`config.mk`:
```
export PLATFORM = sky130hd
export DESIGN_NAME = main_bus_ctrl
export DESIGN_NICKNAME = d
export VERILOG_FILES = /design/src/design/cpu_board_pkg.sv /design/src/design/main_bus_ctrl.sv
export SDC_FILE = /design/constraint.sdc
export NUM_CORES = 1
export LEC_CHECK = 0
export BUFFER_PORTS_ARGS = -buffer_cell sky130_fd_sc_hd__buf_2
export CAP_MARGIN = 15
export CORE_MARGIN = 5
export CORE_UTILIZATION = 42
export CTS_CLUSTER_SIZE = 25
export DETAILED_ROUTE_END_ITERATION = 16
export PLACE_DENSITY = 0.76
export RECOVER_POWER = 100
export REMOVE_ABC_BUFFERS = 1
export SKIP_LAST_GASP = 1
export SYNTH_ARGS = -nofsm -noshare
export SYNTH_HDL_FRONTEND = slang
export SYNTH_SLANG_ARGS = --single-unit
```
`constraint.sdc`:
```
create_clock -name clk -period 1.3 [get_ports clk]
set_input_delay 0.13 -clock clk [delete_from_list [all_inputs] [get_ports clk]]
set_output_delay 0.13 -clock clk [all_outputs]
set_load 0.02 [all_outputs]
```
`src/design/cpu_board_pkg.sv`:
```
//**********************************************************
// cpu board package
// widths, bus structs and address map of the two-CPU board
//**********************************************************
package cpu_board_pkg;

	// widths with a meaning
	typedef logic [15:0] addr_t;
	typedef logic [7:0]  data_t;
	typedef logic [14:0] rom_addr_t;
	typedef logic [12:0] sram_addr_t;
	// decoded target, follows a read down the pipeline
	typedef logic [1:0]  tgt_t;

	// one cpu bus access, single-cycle strobe
	typedef struct packed {
		logic  strobe;
		logic  rd;
		addr_t addr;
		data_t wdata;
	} cpu_req_t;

	typedef struct packed {
		logic  valid;
		data_t rdata;
	} cpu_rsp_t;

	// rom download, cs[0] main pair, cs[1] sub pair
	// addr[15] picks the banked rom
	typedef struct packed {
		logic        wr;
		logic [1:0]  cs;
		logic [15:0] addr;
		data_t       data;
	} rom_load_t;

	// one-hot, active high
	typedef struct packed {
		logic map;
		logic back1;
		logic back2;
		logic obj;
		logic io;
		logic pl;
	} periph_sel_t;

	typedef struct packed {
		periph_sel_t sel;
		logic        rd;
		logic [14:0] addr;
		data_t       wdata;
	} ext_bus_t;

	// active low lines into the main cpu
	typedef struct packed {
		logic nmi_n;
		logic irq_n;
		logic firq_n;
	} main_irq_t;

	//**********************************************************
	// constants
	//**********************************************************
	// undriven bus reads back as all ones
	localparam data_t BUS_IDLE         = 8'hFF;
	localparam int    SHARED_RAM_WORDS = 8192;
	localparam int    ROM_WORDS        = 32768;

	// target codes
	localparam tgt_t TGT_SHM    = 2'd0;
	localparam tgt_t TGT_EXT    = 2'd1;
	localparam tgt_t TGT_BANKED = 2'd2;
	localparam tgt_t TGT_FIXED  = 2'd3;

	// main cpu map
	localparam addr_t SHARED_TOP  = 16'h1FFF;
	localparam addr_t MAP_BASE    = 16'h2000;
	localparam addr_t BACK1_BASE  = 16'h2800;
	localparam addr_t BACK2_BASE  = 16'h3000;
	localparam addr_t OBJ_BASE    = 16'h3800;
	localparam addr_t IO_BASE     = 16'h3A00;
	localparam addr_t PL_BASE     = 16'h3C00;
	localparam addr_t BANKED_BASE = 16'h4000;
	localparam addr_t FIXED_BASE  = 16'h8000;

	// sub cpu write-only windows, 2K each
	localparam addr_t SUB_MAIN_IRQ_BASE = 16'h2000;
	localparam addr_t SUB_IRQ_CLR_BASE  = 16'h2800;
	localparam addr_t SUB_BANK_BASE     = 16'h3000;
	localparam addr_t SUB_WIN_SIZE      = 16'h0800;

endpackage

```
`src/design/main_bus_ctrl.sv`:
```
`timescale 1ns/1ps
//**********************************************************
// main cpu bus control
// decode, peripheral bus, rom addressing and read return
//**********************************************************
module main_bus_ctrl (
	input  logic                     clk,
	input  logic                     RSTn,
	input  cpu_board_pkg::cpu_req_t  main_req,
	input  logic                     bsl,
	input  cpu_board_pkg::data_t     db_in,
	output cpu_board_pkg::rom_addr_t rom_fixed_addr,
	output cpu_board_pkg::rom_addr_t rom_banked_addr,
	input  cpu_board_pkg::data_t     rom_fixed_data,
	input  cpu_board_pkg::data_t     rom_banked_data,
	output cpu_board_pkg::cpu_req_t  shm_req,
	input  cpu_board_pkg::cpu_rsp_t  shm_rsp,
	output cpu_board_pkg::ext_bus_t  ext_bus,
	output cpu_board_pkg::cpu_rsp_t  main_rsp
);
	import cpu_board_pkg::*;

	addr_t       a;
	tgt_t        tgt_d;
	periph_sel_t sel_d;
	// access held from the strobe on
	cpu_req_t    req_q;
	logic        bsl_q;
	sram_addr_t  shm_addr;
	logic        shm_stb_q;
	periph_sel_t sel_q;
	// read pipeline, stage 1 and 2
	logic        vld1_q;
	logic        vld2_q;
	tgt_t        tgt1_q;
	tgt_t        tgt2_q;
	data_t       db_q;
	data_t       rd_byte;
	logic        rsp_vld_q;
	data_t       rsp_data_q;

	assign a = main_req.addr;

	//**********************************************************
	// address decode
	//**********************************************************
	always_comb begin
		if (a <= SHARED_TOP)
			tgt_d = TGT_SHM;
		else if (a < BANKED_BASE)
			tgt_d = TGT_EXT;
		else if (a < FIXED_BASE)
			tgt_d = TGT_BANKED;
		else
			tgt_d = TGT_FIXED;
		// peripheral windows
		sel_d.map   = (a >= MAP_BASE) && (a < BACK1_BASE);
		sel_d.back1 = (a >= BACK1_BASE) && (a < BACK2_BASE);
		sel_d.back2 = (a >= BACK2_BASE) && (a < OBJ_BASE);
		sel_d.obj   = (a >= OBJ_BASE) && (a < IO_BASE);
		sel_d.io    = (a >= IO_BASE) && (a < PL_BASE);
		sel_d.pl    = (a >= PL_BASE) && (a < BANKED_BASE);
	end

	always_ff @(posedge clk) begin
		if (!RSTn) begin
			vld1_q    <= 1'b0;
			vld2_q    <= 1'b0;
			tgt1_q    <= TGT_SHM;
			tgt2_q    <= TGT_SHM;
			sel_q     <= '0;
			shm_stb_q <= 1'b0;
			rsp_vld_q <= 1'b0;
		end else begin
			// rom writes fall through, only reads go down the pipe
			vld1_q    <= main_req.strobe && main_req.rd;
			tgt1_q    <= tgt_d;
			sel_q     <= main_req.strobe ? sel_d : '0;
			shm_stb_q <= main_req.strobe && (tgt_d == TGT_SHM);
			vld2_q    <= vld1_q;
			tgt2_q    <= tgt1_q;
			// shared ram returns on its own, 2 or 3 edges
			rsp_vld_q <= (vld2_q && (tgt2_q != TGT_SHM)) || shm_rsp.valid;
		end
	end

	always_ff @(posedge clk) begin
		if (main_req.strobe) begin
			req_q <= main_req;
			bsl_q <= bsl;
		end
		// db_in taken at the end of the select cycle
		if (|sel_q)
			db_q <= db_in;
		rsp_data_q <= shm_rsp.valid ? shm_rsp.rdata : rd_byte;
	end

	// return byte by target
	always_comb begin
		case (tgt2_q)
			TGT_BANKED: rd_byte = rom_banked_data;
			TGT_FIXED:  rd_byte = rom_fixed_data;
			TGT_EXT:    rd_byte = db_q;
			default:    rd_byte = BUS_IDLE;
		endcase
	end

	// bsl picks the 16K half of the banked rom
	assign rom_fixed_addr  = req_q.addr[14:0];
	assign rom_banked_addr = {bsl_q, req_q.addr[13:0]};

	assign shm_addr = req_q.addr[12:0];
	assign shm_req  = '{strobe: shm_stb_q, rd: req_q.rd, addr: addr_t'(shm_addr),
		wdata: req_q.wdata};
	assign ext_bus  = '{sel: sel_q, rd: req_q.rd, addr: req_q.addr[14:0],
		wdata: req_q.wdata};
	assign main_rsp = '{valid: rsp_vld_q, rdata: rsp_data_q};

endmodule

```
==> impl_metrics.csv <==
group,metric,value,unit
logic_synthesis,ys_seq_area_share,58.6,%
worst_setup_path,critPathMaxFanout,8,
floorplanning,initial_core_util,43.8,%
logic_synthesis,synth_cell_type_count,26,
cts,cts_setup_buffers,0,
cts,post_cts_resized,0,
layout,final.fill_count,561,
layout,antenna_cells,0,
drt,totalWireLength,5570,um
layout,layout-drive-gt1-share,22.2,%
drt,viasPerCell,4.37,
place,gp_congestion,0.755,
timing,maxSlewViolCount,0,
power_and_ir_drop,ir_worst_vdd,0.000799,V
power_and_ir_drop,powerDensity,1270,nW/um2
global_routing,grt_use_met2,24.6,%
logic_synthesis,syn_area_per_cell,13.7,um2
floorplanning,dieArea,7440,um2
layout,final_util,54.4,%
layout,nets,367,
global_routing,grt_pass1_vias,1679,
timing,fin_setup_tns,0,ps
timing,rsz0062_at_grt,"false",
worst_setup_path,worstSetupPathType,"reg -> reg",
logic_synthesis,yosysWarnings,0,
cts,clk_pin_slew,90,ps
layout,multi_input_area,433,um2
worst_setup_path,arrival,1140,ps
power_and_ir_drop,p_clk_share,29.5,%
worst_setup_path,critPathCaptureType,"flop",
global_routing,track_usage,14.1,%
timing,final-hold-violation-count,0,
floorplanning,die_w,86.3,um
global_routing,grt_max_degree,19,
power_and_ir_drop,switching_share,27.1,%
global_routing,antenna_found_initial,0,
timing,skew,3.21,ps
flow_run,maxCapViolCount,0,
timing,period_minus_slack,1150,ps
cts,cts_root_buffer,"clkbuf_8",
drt,ant_nets,0,
layout,regArea,1430,um2
timing,fmax,870,MHz
place,dp_hpwl,4280,um
timing,finalSetupViolCount,0,
global_routing,use_met1,15.6,%
global_routing,grt-ovfl-total,0,
drt,drc,0,
drt,vias,1652,
global_routing,gr-max-usage-layer,"met2",
worst_setup_path,cp-start-kind,"flop",
floorplanning,ios,157,
power_and_ir_drop,seq_power_share,52.1,%
layout,syn2layout_area_growth,24.2,%
drt,drt-wirelength-per-cell,14.7,um
power_and_ir_drop,pwr-share-comb,18.4,%
cts,cts_made_buffers,5,
timing,finalHoldWorstSlack,53.8,ps
worst_hold_path,hold_path_depth,1,
timing,worst_pin_slew,948,ps
cts,clock-sinks,55,
floorplanning,dieHeight,86.3,um
power_and_ir_drop,p_leak,0.00117,uW
global_routing,grt_pass1_wl,8180,um
drt,firstDrtPassIters,4,
power_and_ir_drop,p_sw,1050,uW
worst_setup_path,reg2reg_depth,2,
place,portBuffers,153,
place,dp.cells,344,
worst_setup_path,crit_required,1290,ps
timing,fin_crit_sh,88.4,%
cts,insertion_delay,300,ps
drt,drtIter0Drc,50,
layout,layout.cells.non_filler,378,
logic_synthesis,syn_inst,178,
worst_hold_path,hp-class,"in -> reg",
cts,cts.path.max_buffers,2,
global_routing,grtUsageMet3,5.13,%
logic_synthesis,synth_area,2440,um2
power_and_ir_drop,p_int,2820,uW
cts,cts_tree,"yes",
logic_synthesis,ys_seq_elements,55,
cts,htree_levels,2,
status,status,"completed",
timing,slew_headroom,36.8,%
floorplanning,core_area,5570,um2
floorplanning,rows,27,
[per-layer routing]
metal / share of wire (%) / routed length (um)
met2: 51 / 2840
met1: 37 / 2050
met3: 10 / 574
met4: 1.9 / 107
met5: 0 / 0
[power by group through the flow]
stage               sequential (uW)  combinational [uW]  clock, uW
floorplan                      2330                88.0          0
global placement               2040                 724          0
detailed placement             2050                 733          0
CTS                            2010                 794       1170
global route                   2030                 757       1250
finish                         2020                 711       1140
[registers in the layout, summed over array words and instances, names as in the netlist]
signal and flops:
ext_bus 30, db_q 8, rsp_data_q 8, tgt1_q 2, tgt2_q 2, bsl_q 1
rsp_vld_q 1, shm_stb_q 1, vld1_q 1, vld2_q 1
[cells in the final DEF, fill, tap and decap left out, types with 4 or more instances in the layout]
master	netlist	routed
mux2i_1	8	8
dlygate4sd3_1	0	26
a221oi_1	0	7
dfxtp_1	22	22
clkbuf_1	0	102
nor2_1	4	4
edfxtp_1	33	33
inv_1	9	9
clkbuf_8	0	6
nor4b_1	5	5
o21a_1	4	4
buf_2	1	53
[stage by stage]
stage / power [uW] / cell area, um2 / setup slack, ps
after global placement: 2770 / 2830 / 155
after detailed placement: 2780 / 2830 / 149
after CTS: 3970 / 3200 / 130
after floorplan: 2420 / 1940 / 166
after global routing: 4040 / 3030 / 78.0
final: 3870 / 3030 / 151
[synth_stat cells]
cell type  number  area, um2
conb_1          1       3.75
edfxtp_1       33        991
nand4b_1        1       8.76
nor2b_4         1       13.8
nand4_1         1       6.26
o21a_1          4       30.0
inv_1           9       33.8
nor4b_1         5       43.8
and2_1          3       18.8
and3_1          1       6.26
nor4_1          1       6.26
buf_12          1       20.0
a221oi_2        8        120
nand4bb_1       1       11.3
nor4b_4         1       23.8
nor4b_2         3       45.0
buf_2           1       5.00
nand3b_1        1       7.51
nor2b_1         1       6.26
buf_6           5       56.3
nor2_1          4       15.0
nand2_1         2       7.51
mux2i_1         8       80.1
nor3_1          3       15.0
dfxtp_1        22        440
buf_4          57        428
[worst max-delay path, stage by stage (launching register included)]
cell     delay (ps)
dfxtp_1         320
nor4_1          260
nand2_1         270
[cells by family (layout without fill, tap and decap cells)]
kind of cell           count (synthesis)  count (layout)  share of synthesized area (%)
AOI/OAI and AO/OA                     12              12                           6.14
buffers and inverters                 73             199                           22.2
DFF                                   55              55                           58.6
muxes                                  8               8                           3.28
other                                  1               3                          0.153
and+or+nand+nor                       29              29                           9.63
[path summary, 6_finish.rpt]
check                   start       to  slack [ps]
hold reg to reg        vld1_q   vld2_q         440
setup reg to reg  ext_bus[27]  db_q[4]         150
setup / recovery  ext_bus[27]  db_q[4]         150
hold / removal       db_in[6]  db_q[6]          50
[cell type report]
type,instances,share of cell area [%]
tap,72,2.97
multi-input combinational,52,14.3
clock buffer,6,2.72
inverter,9,1.11
sequential,55,47.2
clock inverter,2,1.15
timing repair buffer,182,30.6
[timing repair]
item                       CTS  global route
hold buffers                25             1
setup endpoints to repair    0             0
hold endpoints to repair    25             1
Note: power is estimated with default switching activity, not from simulation.
