--- src/design/cpu_board_pkg.sv ---
//**********************************************************
// cpu board package
// widths, bus structs and address map of the two-CPU board
//**********************************************************
package cpu_board_pkg;

	// widths with a meaning
	typedef logic [15:0] addr_t;
	typedef logic [7:0]  data_t;
	typedef logic [14:0] rom_addr_t;
	typedef logic [12:0] sram_addr_t;
	// decoded target, follows a read down the pipeline
	typedef logic [1:0]  tgt_t;

	// one cpu bus access, single-cycle strobe
	typedef struct packed {
		logic  strobe;
		logic  rd;
		addr_t addr;
		data_t wdata;
	} cpu_req_t;

	typedef struct packed {
		logic  valid;
		data_t rdata;
	} cpu_rsp_t;

	// rom download, cs[0] main pair, cs[1] sub pair
	// addr[15] picks the banked rom
	typedef struct packed {
		logic        wr;
		logic [1:0]  cs;
		logic [15:0] addr;
		data_t       data;
	} rom_load_t;

	// one-hot, active high
	typedef struct packed {
		logic map;
		logic back1;
		logic back2;
		logic obj;
		logic io;
		logic pl;
	} periph_sel_t;

	typedef struct packed {
		periph_sel_t sel;
		logic        rd;
		logic [14:0] addr;
		data_t       wdata;
	} ext_bus_t;

	// active low lines into the main cpu
	typedef struct packed {
		logic nmi_n;
		logic irq_n;
		logic firq_n;
	} main_irq_t;

	//**********************************************************
	// constants
	//**********************************************************
	// undriven bus reads back as all ones
	localparam data_t BUS_IDLE         = 8'hFF;
	localparam int    SHARED_RAM_WORDS = 8192;
	localparam int    ROM_WORDS        = 32768;

	// target codes
	localparam tgt_t TGT_SHM    = 2'd0;
	localparam tgt_t TGT_EXT    = 2'd1;
	localparam tgt_t TGT_BANKED = 2'd2;
	localparam tgt_t TGT_FIXED  = 2'd3;

	// main cpu map
	localparam addr_t SHARED_TOP  = 16'h1FFF;
	localparam addr_t MAP_BASE    = 16'h2000;
	localparam addr_t BACK1_BASE  = 16'h2800;
	localparam addr_t BACK2_BASE  = 16'h3000;
	localparam addr_t OBJ_BASE    = 16'h3800;
	localparam addr_t IO_BASE     = 16'h3A00;
	localparam addr_t PL_BASE     = 16'h3C00;
	localparam addr_t BANKED_BASE = 16'h4000;
	localparam addr_t FIXED_BASE  = 16'h8000;

	// sub cpu write-only windows, 2K each
	localparam addr_t SUB_MAIN_IRQ_BASE = 16'h2000;
	localparam addr_t SUB_IRQ_CLR_BASE  = 16'h2800;
	localparam addr_t SUB_BANK_BASE     = 16'h3000;
	localparam addr_t SUB_WIN_SIZE      = 16'h0800;

endpackage

--- src/design/sub_bus_ctrl.sv ---
`timescale 1ns/1ps
//**********************************************************
// sub cpu bus control
// decode, rom bank register, irq strobes and read return
//**********************************************************
module sub_bus_ctrl (
	input  logic                     clk,
	input  logic                     RSTn,
	input  cpu_board_pkg::cpu_req_t  sub_req,
	output cpu_board_pkg::rom_addr_t rom_fixed_addr,
	output cpu_board_pkg::rom_addr_t rom_banked_addr,
	input  cpu_board_pkg::data_t     rom_fixed_data,
	input  cpu_board_pkg::data_t     rom_banked_data,
	output cpu_board_pkg::cpu_req_t  shm_req,
	input  cpu_board_pkg::cpu_rsp_t  shm_rsp,
	output logic                     main_irq_set,
	output logic                     sub_irq_clr,
	output cpu_board_pkg::cpu_rsp_t  sub_rsp
);
	import cpu_board_pkg::*;

	addr_t      a;
	tgt_t       tgt_d;
	logic       wr_stb;
	logic       bank_wr;
	logic       bank_q;
	cpu_req_t   req_q;
	sram_addr_t shm_addr;
	logic       shm_stb_q;
	logic       vld1_q;
	logic       vld2_q;
	tgt_t       tgt1_q;
	tgt_t       tgt2_q;
	data_t      rd_byte;
	logic       rsp_vld_q;
	data_t      rsp_data_q;

	assign a      = sub_req.addr;
	assign wr_stb = sub_req.strobe && !sub_req.rd;

	// 2000..3FFF holds only write windows, reads float
	always_comb begin
		if (a <= SHARED_TOP)
			tgt_d = TGT_SHM;
		else if (a < BANKED_BASE)
			tgt_d = TGT_EXT;
		else if (a < FIXED_BASE)
			tgt_d = TGT_BANKED;
		else
			tgt_d = TGT_FIXED;
	end

	// window strobes, registered in the interrupt block
	assign main_irq_set = wr_stb && (a >= SUB_MAIN_IRQ_BASE) && (a < SUB_IRQ_CLR_BASE);
	assign sub_irq_clr  = wr_stb && (a >= SUB_IRQ_CLR_BASE) && (a < SUB_BANK_BASE);
	assign bank_wr      = wr_stb && (a >= SUB_BANK_BASE) && (a < SUB_BANK_BASE + SUB_WIN_SIZE);

	always_ff @(posedge clk) begin
		if (!RSTn) begin
			bank_q    <= 1'b0;
			vld1_q    <= 1'b0;
			vld2_q    <= 1'b0;
			tgt1_q    <= TGT_SHM;
			tgt2_q    <= TGT_SHM;
			shm_stb_q <= 1'b0;
			rsp_vld_q <= 1'b0;
		end else begin
			// bank bit is data line 0
			if (bank_wr)
				bank_q <= sub_req.wdata[0];
			vld1_q    <= sub_req.strobe && sub_req.rd;
			tgt1_q    <= tgt_d;
			shm_stb_q <= sub_req.strobe && (tgt_d == TGT_SHM);
			vld2_q    <= vld1_q;
			tgt2_q    <= tgt1_q;
			rsp_vld_q <= (vld2_q && (tgt2_q != TGT_SHM)) || shm_rsp.valid;
		end
	end

	always_ff @(posedge clk) begin
		if (sub_req.strobe)
			req_q <= sub_req;
		rsp_data_q <= shm_rsp.valid ? shm_rsp.rdata : rd_byte;
	end

	always_comb begin
		case (tgt2_q)
			TGT_BANKED: rd_byte = rom_banked_data;
			TGT_FIXED:  rd_byte = rom_fixed_data;
			default:    rd_byte = BUS_IDLE;
		endcase
	end

	assign rom_fixed_addr  = req_q.addr[14:0];
	assign rom_banked_addr = {bank_q, req_q.addr[13:0]};

	assign shm_addr = req_q.addr[12:0];
	assign shm_req  = '{strobe: shm_stb_q, rd: req_q.rd, addr: addr_t'(shm_addr),
		wdata: req_q.wdata};
	assign sub_rsp  = '{valid: rsp_vld_q, rdata: rsp_data_q};

endmodule

--- config.mk ---
export PLATFORM = sky130hd
export DESIGN_NAME = sub_bus_ctrl
export DESIGN_NICKNAME = d
export VERILOG_FILES = /design/src/design/cpu_board_pkg.sv /design/src/design/sub_bus_ctrl.sv
export SDC_FILE = /design/constraint.sdc
export NUM_CORES = 1
export LEC_CHECK = 0
export BUFFER_PORTS_ARGS = -buffer_cell sky130_fd_sc_hd__buf_2
export CORE_MARGIN = 5
export CORE_UTILIZATION = 37
export CTS_BUF_LIST = sky130_fd_sc_hd__clkbuf_2
export DETAILED_ROUTE_END_ITERATION = 7
export PLACE_DENSITY = 0.77
export REMOVE_ABC_BUFFERS = 1
export SLEW_MARGIN = 20
export SYNTH_ARGS = -nofsm -noshare
export SYNTH_HDL_FRONTEND = slang
export SYNTH_SLANG_ARGS = --single-unit
--- constraint.sdc ---
create_clock -name clk -period 1.1 [get_ports clk]
set_input_delay 0.22 -clock clk [delete_from_list [all_inputs] [get_ports clk]]
set_output_delay 0.22 -clock clk [all_outputs]
set_load 0.01 [all_outputs]
==> flow_metrics.py <==
metrics = {
    "global_route": {
        "grt.overflow.total": 0,
        "grt_max_degree": 28,
        "grt_usage": 0.1295,
        "grt_pass1_vias": 1279,
        "antenna_found_initial": 0,
        "grt_pass1_wl_um": 6141,
    },
    "synth": {
        "synth_area_leader_cell": "edfxtp_1",
        "synth-edff-count": 24,
        "synth_flop_cell": "edfxtp_1",
        "synth-seq-cells": 41,
        "synth_area_mm2": 0.001645,
        "avgSynthCellArea_um2": 13.38,
        "synthCells": 123,
        "yosys-top-cells-area": "edfxtp_1, dfxtp_1, buf_4",
        "yosysMostFrequentCell": "buf_4",
        "ys_seq_area_frac": 0.6449,
        "yosys_warnings": 0,
        "synth_cell_types": 19,
        "synthTopCellsByCount": "buf_4, edfxtp_1, dfxtp_1",
        "synth_top_area_frac": 0.4380,
        "async_flop_share": 0,
    },
    "floorplan": {
        "core_area_mm2": 0.004324,
        "die_w_um": 76.69,
        "row_count": 24,
        "num_io_pins": 120,
        "fp.dieH_um": 76.69,
        "die-area_mm2": 0.005881,
        "start_util": 0.3805,
    },
    "pwr": {
        "p_per_area_mw_per_mm2": 1233,
        "internal-power_mw": 2.202,
        "power_mw": 2.935,
        "p_sw_uw": 733.1,
        "p_leak_nw": 1.101,
        "pwr-share-clk": 0.205,
        "switching_share": 0.2498,
        "p_comb_frac": 0.186,
        "ir_worst_vdd_mv": 0.5235,
        "power_frac_seq": 0.609,
    },
    "drt": {
        "wire_per_inst_um": 13.49,
        "antenna_left": 0,
        "initialDrtViolationCount": 17,
        "wl_um": 3913,
        "dr.pass1.iters": 4,
        "routed_via_density": 4.317,
        "num_vias": 1252,
        "remaining_drc_errors": 0,
    },
    "clock_tree": {
        "clk_pin_slew_worst_paths_ns": 0.19,
        "cts_buffer_depth": 2,
        "clkLatencyLatePin_ns": 0.37,
        "cts_made_buffers": 5,
        "cts_max_level": 2,
        "cts_tree": "built",
        "cts.sinks": 41,
        "cts_setup_buffers": 0,
        "cts_root_buffer": "clkbuf_2",
    },
    "setup_path": {
        "cp.required_ns": 0.88,
        "cpLargestDelayFamily": "simple AND/OR/NAND/NOR gates",
        "crit_slowest_cell": "or4_4",
        "path_cells": "buf_6 > or4_4 > nor4b_2 > buf_2",
        "path_buf_inv": 2,
        "cp-start-kind": "primary input",
        "worst_setup_path_end_kind": "primary output",
        "critPathKind": "in -> out",
        "slowest_delay_ns": 0.55,
        "arrival_ns": 1.29,
        "critPathMaxFanout": 2,
    },
    "final_layout": {
        "multi_input_area_um2": 336.6,
        "final-seq-area_mm2": 0.001067,
        "syn2layout_area_growth_pct": 44.64,
        "diodes": 0,
        "final_layout_size_suffix_gt1_frac": 0.5840,
        "n_fill_cell": 383,
        "nets": 290,
    },
    "sta": {
        "fin_skew_ns": 0.01338,
        "finalSetupViolations": 52,
        "tns_ns": -3.665,
        "fmax_mhz": 660.2,
        "finalWorstSetupSlack_ns": -0.4148,
        "rsz0062_at_grt": "true",
        "finalHoldViolations": 0,
        "period_minus_slack_ns": 1.515,
        "min_period_over_period": 1.377,
        "drv_slew": 0,
    },
    "place": {
        "place_congestion": 0.7543,
        "dp.final_hpwl_um": 3030,
        "port_buffers": 116,
    },
    "status": {
        "violations": "negative setup slack",
        "outcome": "complete, but fails checks",
    },
    "flow_run": {
        "maxCapViolCount": 0,
    },
    "hold_path": {
        "min_path_type": "in -> reg",
    },
}
state kept, by name, summed over array words and instances, names as in the netlist:
register and flops:
rom_banked_addr 14, tgt1_q 2, tgt2_q 2, shm_stb_q 1, rom_fixed_addr 1, shm_req 9
vld1_q 1, rsp_vld_q 1, vld2_q 1, bank_q 1, rsp_data_q 8
power groups by stage:
stage,Sequential (mW),Clock [mW],Combinational [mW]
finish,1.79,0.602,0.545
global route,1.81,0.721,0.590
CTS,1.78,0.643,0.528
detailed placement,1.82,0,0.480
global placement,1.81,0,0.471
floorplan,1.92,0,0.0612
metal layers:
metal	vias to the layer above	track usage	share of wire
met5	-	0	0
met4	0	0.04720	0.014
met3	4	0.05386	0.079
met2	59	0.2317	0.56
met1	571	0.1336	0.34
li1	618	-	-
layout make-up:
cell class,instances,share of cell area
clock buffer,7,0.01472
timing repair buffer,141,0.3665
multi-input combinational,48,0.1414
tap,52,0.02734
sequential,41,0.4485
clock inverter,1,0.001577
path summary, 6_finish.rpt:
kind	startpoint	to	slack, ns	cells past startpoint
max	sub_req[23]	sub_irq_clr	-0.41	4
min	shm_rsp[6]	rsp_data_q[6]$_DFF_P_	0.07	3
max reg2reg	tgt2_q[0]$_SDFF_PN0_	rsp_data_q[3]$_DFF_P_	0.18	2
min reg2reg	tgt1_q[1]$_SDFF_PN0_	tgt2_q[1]$_SDFF_PN0_	0.46	1
cell usage in the layout, fill, tap and decap left out, types with 2 or more instances in the layout:
| master | Yosys | routed |
|---|---|---|
| buf_2 | 1 | 107 |
| edfxtp_1 | 24 | 24 |
| dlygate4sd3_1 | 0 | 19 |
| dfxtp_1 | 17 | 12 |
| mux2i_1 | 9 | 9 |
| nor2b_1 | 9 | 9 |
| buf_6 | 0 | 9 |
| a21oi_1 | 8 | 8 |
| clkbuf_2 | 0 | 7 |
| buf_4 | 33 | 6 |
| dfxtp_2 | 0 | 5 |
| nand2_1 | 4 | 4 |
| o21a_1 | 4 | 4 |
| and2_1 | 3 | 3 |
| conb_1 | 1 | 3 |
| nor4_1 | 2 | 2 |
through the flow:
| stage | hold WS [ns] | utilization | std cells | worst slack, ns | cell area (um2) |
|---|---|---|---|---|---|
| after floorplan | 0.2955 | - | 89 | -0.2192 | 1393 |
| after global placement | 0.3966 | 0.4818 | 263 | -0.3817 | 2083 |
| after detailed placement | 0.3984 | 0.4818 | 263 | -0.4256 | 2083 |
| after CTS | 0.0001253 | 0.5321 | 287 | -0.4240 | 2301 |
| after global routing | 0.01273 | 0.5503 | 290 | -0.4319 | 2380 |
| final | 0.06846 | 0.5503 | 290 | -0.4148 | 2380 |
worst reg2reg max path: stages, from the launching register on:
cell and delay [ns]:
dfxtp_2 0.54, mux2i_1 0.24, a21oi_1 0.08
cells by family (layout without fill, tap and decap cells):
family | Yosys count | in the layout | share of synthesized area
AO/OA/AOI/OAI | 13 | 13 | 0.04715
buffers and inverters | 36 | 149 | 0.1582
flip-flops | 41 | 41 | 0.6449
multiplexers | 9 | 9 | 0.05476
other | 1 | 3 | 0.002279
AND/OR/NAND/NOR | 23 | 23 | 0.09277
what timing repair did:
item                                    CTS  global route
endpoints found under the setup margin   55            72
pin swaps                                 1             1
hold buffers                             16             3
endpoints found under the hold margin    16             3
resized for setup                         4            12
(Power assumes the default switching activity.)
