### src/design/cpu_board_pkg.sv
//**********************************************************
// cpu board package
// widths, bus structs and address map of the two-CPU board
//**********************************************************
package cpu_board_pkg;

	// widths with a meaning
	typedef logic [15:0] addr_t;
	typedef logic [7:0]  data_t;
	typedef logic [14:0] rom_addr_t;
	typedef logic [12:0] sram_addr_t;
	// decoded target, follows a read down the pipeline
	typedef logic [1:0]  tgt_t;

	// one cpu bus access, single-cycle strobe
	typedef struct packed {
		logic  strobe;
		logic  rd;
		addr_t addr;
		data_t wdata;
	} cpu_req_t;

	typedef struct packed {
		logic  valid;
		data_t rdata;
	} cpu_rsp_t;

	// rom download, cs[0] main pair, cs[1] sub pair
	// addr[15] picks the banked rom
	typedef struct packed {
		logic        wr;
		logic [1:0]  cs;
		logic [15:0] addr;
		data_t       data;
	} rom_load_t;

	// one-hot, active high
	typedef struct packed {
		logic map;
		logic back1;
		logic back2;
		logic obj;
		logic io;
		logic pl;
	} periph_sel_t;

	typedef struct packed {
		periph_sel_t sel;
		logic        rd;
		logic [14:0] addr;
		data_t       wdata;
	} ext_bus_t;

	// active low lines into the main cpu
	typedef struct packed {
		logic nmi_n;
		logic irq_n;
		logic firq_n;
	} main_irq_t;

	//**********************************************************
	// constants
	//**********************************************************
	// undriven bus reads back as all ones
	localparam data_t BUS_IDLE         = 8'hFF;
	localparam int    SHARED_RAM_WORDS = 8192;
	localparam int    ROM_WORDS        = 32768;

	// target codes
	localparam tgt_t TGT_SHM    = 2'd0;
	localparam tgt_t TGT_EXT    = 2'd1;
	localparam tgt_t TGT_BANKED = 2'd2;
	localparam tgt_t TGT_FIXED  = 2'd3;

	// main cpu map
	localparam addr_t SHARED_TOP  = 16'h1FFF;
	localparam addr_t MAP_BASE    = 16'h2000;
	localparam addr_t BACK1_BASE  = 16'h2800;
	localparam addr_t BACK2_BASE  = 16'h3000;
	localparam addr_t OBJ_BASE    = 16'h3800;
	localparam addr_t IO_BASE     = 16'h3A00;
	localparam addr_t PL_BASE     = 16'h3C00;
	localparam addr_t BANKED_BASE = 16'h4000;
	localparam addr_t FIXED_BASE  = 16'h8000;

	// sub cpu write-only windows, 2K each
	localparam addr_t SUB_MAIN_IRQ_BASE = 16'h2000;
	localparam addr_t SUB_IRQ_CLR_BASE  = 16'h2800;
	localparam addr_t SUB_BANK_BASE     = 16'h3000;
	localparam addr_t SUB_WIN_SIZE      = 16'h0800;

endpackage

### src/design/interrupt_ctrl.sv
`timescale 1ns/1ps
//**********************************************************
// interrupt latches between the cpus and from the video side
// main nmi/irq/firq and sub irq, set by events, cleared by acks
//**********************************************************
module interrupt_ctrl (
	input  logic                     clk,
	input  logic                     RSTn,
	input  logic                     vblank,
	input  logic                     ims,
	input  logic                     nmi_ack,
	input  logic                     irq_ack,
	input  logic                     firq_ack,
	input  logic                     main_irq_set,
	input  logic                     sub_irq_set,
	input  logic                     sub_irq_clr,
	output cpu_board_pkg::main_irq_t main_irq,
	output logic                     sub_irq_n
);

	// level samples, bit 0 vblank, bit 1 ims
	logic [1:0] lvl_q;
	logic [1:0] lvl_prev;
	logic [1:0] rise;
	// sampled set strobes, bit 0 main irq, bit 1 sub irq
	logic [1:0] stb_set_q;
	// sampled clears, one per latch
	logic [3:0] clr_q;
	logic [3:0] set_v;
	// pending latches
	// 0 nmi, 1 irq, 2 firq, 3 sub irq
	logic [3:0] pend;

	// rising edges seen one edge after the sample
	assign rise  = lvl_q & ~lvl_prev;
	assign set_v = {stb_set_q[1], rise[1], stb_set_q[0], rise[0]};

	always_ff @(posedge clk) begin
		if (!RSTn) begin
			lvl_q     <= '0;
			lvl_prev  <= '0;
			stb_set_q <= '0;
			clr_q     <= '0;
			pend      <= '0;
		end else begin
			lvl_q     <= {ims, vblank};
			lvl_prev  <= lvl_q;
			stb_set_q <= {sub_irq_set, main_irq_set};
			clr_q     <= {sub_irq_clr, firq_ack, irq_ack, nmi_ack};
			// clear wins over a set in the same cycle
			pend      <= (pend | set_v) & ~clr_q;
		end
	end

	// lines are low while pending
	assign main_irq  = '{nmi_n: ~pend[0], irq_n: ~pend[1], firq_n: ~pend[2]};
	assign sub_irq_n = ~pend[3];

endmodule

### config.mk
export PLATFORM = sky130hd
export DESIGN_NAME = interrupt_ctrl
export DESIGN_NICKNAME = d
export VERILOG_FILES = /design/src/design/cpu_board_pkg.sv /design/src/design/interrupt_ctrl.sv
export SDC_FILE = /design/constraint.sdc
export NUM_CORES = 1
export LEC_CHECK = 0
export BUFFER_PORTS_ARGS = -buffer_cell sky130_fd_sc_hd__buf_2
export CAP_MARGIN = 20
export CORE_AREA = 2 2 39 41
export CTS_CLUSTER_DIAMETER = 80
export DETAILED_ROUTE_END_ITERATION = 8
export DIE_AREA = 0 0 41 43
export PLACE_DENSITY = 0.54
export SLEW_MARGIN = 20
export SYNTH_ARGS = -nofsm -noshare
export SYNTH_HDL_FRONTEND = slang
export SYNTH_SLANG_ARGS = --single-unit
### constraint.sdc
create_clock -name clk -period 1.8 [get_ports clk]
set_input_delay 0.18 -clock clk [delete_from_list [all_inputs] [get_ports clk]]
set_output_delay 0.18 -clock clk [all_outputs]
set_load 0.05 [all_outputs]
==> results by group, run 1 <==
Synthesis
  • Largest family of logic cells by synthesized area: simple AND/OR/NAND/NOR gates
  • Post-Synth XOR/XNOR Area: 0
  • Adder-cell share of the synthesized area: 0
  • Netlist Area Pre-Place: 427 sq um
  • Multiplexer share of the synthesized area: 0
  • Syn Area/Cell: 10.9 sq um
  • Syn Inst Count: 39
  • Yosys warns: 0
  • Synth Area in Compound Gates: 0.0235
  • Syn nets: 49
  • Seq cells post-synth: 14
  • Cell variety after synth: 8
  • Post-synthesis simple-gate area fraction: 0.258
  • Seq/Total Area, Yosys: 0.657

Final layout
  • Register area: 280 sq um
  • Share of post-route cells with drive strength above 1: 0.309
  • Layout Cells excl Fill: 71
  • Area grow syn2layout: 25.8%
  • Multi-input logic area: 120 sq um
  • Filler instances: 155
  • Post-layout nets: 66
  • Number of diodes: 0

Route
  • 1st-iter DRT viols: 0
  • DR vias: 272
  • Routed Antenna Nets: 0
  • DR WL/cell: 7.68 um
  • Wire length on met3: 43 um
  • Met2 routed wirelength: 243 um
  • Drt pass-1 iters: 1
  • Highest Signal Layer: met4
  • Vias/cell: 3.83
  • Drt total wl: 545 um
  • Wl on met1: 243 um
  • DR DRC count: 0

Floorplan
  • Initial Utilization: 0.308
  • Die width: 41 um
  • Core Footprint: 1380 sq um
  • I/O pin total: 14
  • Cell Rows: 14
  • Die Height: 43 um
  • Die area: 1760 sq um

Clock network
  • Reg clk slew, reported paths: 0.07 ns
  • Worst-Skew Late Latency: 0.26 ns
  • Post-CTS sizing: 0
  • Clk sinks: 14
  • Post-CTS Hold Fix Bufs: 0
  • H-tree depth: 1
  • Post-CTS setup buffer count: 0
  • Clk buf depth: 2
  • Num CTS Buffers: 3
  • Clock tree from TritonCTS: done
  • Clock root cell: clkbuf_4

Place
  • DP Wirelength: 414 um
  • Global placer's final weighted congestion: 0.611
  • Buffers on Ports: 13
  • Inst Count DP: 67
  • Pre-CTS setup slack: 1.03 ns

Worst setup path
  • CP Max Fanout: 2
  • Crit start category: register
  • Crit Path Class: reg -> out
  • Worst EP arrival: 0.88 ns
  • WP data required: 1.62 ns
  • Reg-to-Reg Start: lvl_prev[0]$_SDFF_PN0_
  • Crit path launch: pend[0]$_SDFF_PN0_
  • Setup crit end kind: output pin

STA
  • Fin worst setup slack: 0.739 ns
  • Period utilization: 0.589
  • Achievable frequency: 943 MHz
  • Worst Skew: 0.000165 ns
  • Final TNS setup: 0 ns
  • Final min period: 1.06 ns
  • RSZ-0062 raised after global routing: false
  • Slew @ Worst Pin: 0.248 ns
  • Max transition margin: 0.836
  • Final Hold Vio Count: 0
  • Final setup vio count: 0
  • Slew Viols, Final: 0

Worst hold path
  • Hold Path Origin: vblank
  • Worst min path class: in -> reg

Global route
  • Number of global-route vias before repair: 221
  • Initial antenna violation count: 0
  • Largest net degree at the start of global routing: 15
  • Global-route wire length before repair: 848 um
  • Congestion Overflow GR: 0
  • Overall Global Routing Usage: 0.0799

Status
  • Status: complete, no violations

Power
  • Power per cell area: 1100 nW/um^2
  • Power Total: 0.591 mW
  • Worst vdd ir: 0.000443 V
  • Total leakage power: 0.234 nW

Run
  • MaxCap Viol Count: 0
==> power by group <==
group          total, mW  switching [mW]  internal (mW)
registers          0.330         0.00447          0.326
clock network      0.209          0.0862          0.123
logic             0.0518          0.0307         0.0211
total              0.591           0.121          0.470
==> placed cells by master (no fill, tap or decap) <==
| cell | netlist | routed |
|---|---|---|
| nand2b_1 | 4 | 4 |
| nor2_1 | 2 | 2 |
| clkbuf_8 | 0 | 1 |
| dfxtp_1 | 14 | 14 |
| a21oi_1 | 2 | 2 |
| inv_1 | 4 | 4 |
| and2_1 | 10 | 10 |
| buf_2 | 0 | 13 |
| nor3b_1 | 2 | 2 |
| clkbuf_4 | 0 | 3 |
==> cell type report <==
cell class                      count  share of cell area
Sequential cell                    14               0.522
Multi-Input combinational cell     20               0.224
Clock buffer                        4              0.0676
Timing Repair Buffer               13               0.121
Inverter                            4              0.0280
Tap cell                           16              0.0373
==> metal layers <==
metal,GRT usage,vias to the layer above
met5,0,-
met4,0.100,0
met3,0.0314,2
met2,0.0969,10
met1,0.0888,112
li1,-,148
==> cell families (layout without fill, tap and decap cells) <==
logic type,count (synthesis),in the layout
DFF,14,14
buffers and inverters,5,21
AOI/OAI and AO/OA,2,2
and+or+nand+nor,18,18
==> worst max-delay path: stages (launching register included) <==
cell and delay (ns):
dfxtp_1 0.30, inv_1 0.06, buf_2 0.26
==> synthesized netlist by cell type, drive strengths merged <==
cell	instances	area, sq um
buf	1	11.3
nand2b	4	25.0
a21oi	2	10.0
inv	4	15.0
and2	10	62.6
dfxtp	14	280
nor3b	2	15.0
nor2	2	7.51
==> flip-flops by register name (all words and copies together) (netlist names) <==
signal,flops
clr_q,4
lvl_prev,2
lvl_q,2
pend,4
stb_set_q,2
==> stage by stage <==
step / instance area, sq um / hold WS [ns] / utilization
after floorplan: 427 / 0.302 / -
after global placement: 500 / 0.374 / 0.362
after detailed placement: 500 / 0.381 / 0.362
after CTS: 537 / 0.0992 / 0.388
after global routing: 537 / 0.0995 / 0.388
final: 537 / 0.108 / 0.388
==> path summary, 6_finish.rpt <==
path / end / slack [ns] / cells after the start
min reg2reg: pend[1]$_SDFF_PN0_ / 0.39 / 1
max reg2reg: pend[0]$_SDFF_PN0_ / 1.18 / 2
max: main_irq[2] / 0.74 / 2
min: lvl_q[0]$_SDFF_PN0_ / 0.11 / 2
(Power assumes the default switching activity.)
==> run 2: changes to the inputs <==
Clock period 1.8 ns to 1 ns, I/O delays scaled along.
==> run 2 against run 1 <==
Compared with the run above: setup slack got worse by 0.67 ns; register-to-register slack got worse by 0.80 ns; first-iteration DRC count unchanged; global-route usage unchanged; clock power increased by 80%; sequential power increased by 80%; count of clock-buffer cells in the layout unchanged.
==> results by group, run 2 (same netlist as run 1, synthesis figures left out) <==
Floorplan
  • Die Height: 43 um
  • Initial Utilization: 0.308
  • Die width: 41 um
  • Die area: 1760 sq um
  • Cell Rows: 14
  • Core Footprint: 1380 sq um
  • I/O pin total: 14

Clock network
  • H-tree depth: 1
  • Num CTS Buffers: 3
  • Reg clk slew, reported paths: 0.07 ns
  • Clk sinks: 14
  • Post-CTS setup buffer count: 0
  • Clock root cell: clkbuf_4
  • Clock tree from TritonCTS: done
  • Worst-Skew Late Latency: 0.26 ns
  • Clk buf depth: 2

Run
  • MaxCap Viol Count: 0

STA
  • Worst Skew: 0.000145 ns
  • Final TNS setup: 0 ns
  • Final setup vio count: 0
  • Slew @ Worst Pin: 0.181 ns
  • RSZ-0062 raised after global routing: false
  • Final min period: 0.934 ns
  • WHS: 0.0285 ns
  • Achievable frequency: 1070 MHz
  • Slew Viols, Final: 0
  • Max transition margin: 0.879
  • Final Hold Vio Count: 0
  • Period utilization: 0.934

Worst setup path
  • Crit Path Class: reg -> out
  • WP data required: 0.90 ns
  • Crit path launch: pend[1]$_SDFF_PN0_
  • Crit start category: register
  • CP Max Fanout: 2
  • Worst EP arrival: 0.83 ns
  • Reg-to-Reg Start: lvl_prev[0]$_SDFF_PN0_
  • FF-to-FF setup slack: 0.38 ns
  • Setup crit end: main_irq[1]
  • Setup crit end kind: output pin
  • Reg2reg path depth: 2
  • FF-to-FF End: pend[0]$_SDFF_PN0_

Route
  • DR vias: 272
  • DR WL/cell: 7.65 um
  • Drt total wl: 543 um
  • 1st-iter DRT viols: 0
  • Vias/cell: 3.83
  • Drt pass-1 iters: 1
  • Routed Antenna Nets: 0
  • DR DRC count: 0

Final layout
  • Area grow syn2layout: 28.2%
  • Share of post-route cells with drive strength above 1: 0.309
  • Multi-input logic area: 120 sq um
  • Post-layout nets: 66
  • Most common cell after layout, fill and taps aside: dfxtp_1
  • Number of diodes: 0
  • Leading registers by flop count: clr_q x4, pend x4
  • Register area: 280 sq um
  • Most frequent cells in the layout: dfxtp_1 (14), and2_1 (10), buf_2 (9)
  • Filler instances: 152

Global route
  • Number of global-route vias before repair: 221
  • Largest net degree at the start of global routing: 15
  • Overall Global Routing Usage: 0.0799
  • Global-route wire length before repair: 848 um
  • Initial antenna violation count: 0
  • Congestion Overflow GR: 0

Power
  • Total leakage power: 0.241 nW
  • Worst vdd ir: 0.000799 V
  • Power per cell area: 1960 nW/um^2

Place
  • Buffers on Ports: 13
  • DP Wirelength: 414 um
  • Global placer's final weighted congestion: 0.611

Status
  • Status: complete, no violations

Worst hold path
  • Hold Path Origin: vblank
  • Worst min path class: in -> reg
-- run 2: changes by cell type in the layout (fill, tap and decap cells not counted) --
cell,delta
clkbuf_4,+2
buf_2,-4
buf_4,+2
-- run 2: worst max-delay path, cell delays in order (launching register included) --
cell and delay, ns:
dfxtp_1 0.31, inv_1 0.04, clkbuf_4 0.21
-- run 2: how the worst min path moves through the flow --
stage | endpoint | slack, ns | depth (start not counted)
global route | lvl_q[1]$_SDFF_PN0_ | 0.02 | 2
CTS | lvl_q[0]$_SDFF_PN0_ | 0.02 | 2
global placement | lvl_q[0]$_SDFF_PN0_ | 0.30 | 2
floorplan | lvl_q[0]$_SDFF_PN0_ | 0.22 | 1
finish | lvl_q[0]$_SDFF_PN0_ | 0.03 | 2
detailed placement | lvl_q[0]$_SDFF_PN0_ | 0.30 | 2
-- run 2: repair_timing --
item                                   in CTS  in global routing
gates resized for setup                     0                  6
endpoints found under the hold margin       0                  0
hold buffers                                0                  0
setup endpoints to repair                   0                  4
-- run 2: final cells by class --
| class | instances | area share |
|---|---|---|
| flip-flops and latches | 14 | 0.513 |
| multi-input cells | 20 | 0.220 |
| repair buffers | 13 | 0.137 |
| clock buffers | 4 | 0.0664 |
| well taps | 16 | 0.0366 |
| inverters | 4 | 0.0275 |
-- run 2: report_power, final --
part,total [mW],internal (mW),leakage (nW),switching (mW)
registers,0.594,0.586,0.116,0.00799
logic,0.0984,0.0428,0.104,0.0557
clock network,0.376,0.221,0.0210,0.155
total,1.07,0.850,0.241,0.219
-- run 2: stage by stage --
stage | cell area (sq um) | setup WS (ns) | util | cells | total power [mW]
6_report | 547 | 0.0659 | 0.395 | 71 | 1.07
3_5_place_dp | 500 | 0.308 | 0.362 | 67 | 0.704
2_1_floorplan | 427 | 0.163 | - | 39 | 0.675
4_1_cts | 537 | 0.00339 | 0.388 | 71 | 1.09
3_3_place_gp | 500 | 0.311 | 0.362 | 67 | 0.702
5_1_grt | 547 | 0.0112 | 0.395 | 71 | 1.14
-- run 2: metal layers --
| metal | vias up | wire [um] | track usage |
|---|---|---|---|
| met4 | 0 | 14 | 0.100 |
| met3 | 2 | 42 | 0.0314 |
| li1 | 148 | - | - |
| met1 | 112 | 241 | 0.0888 |
| met5 | - | 0 | 0 |
| met2 | 10 | 244 | 0.0969 |
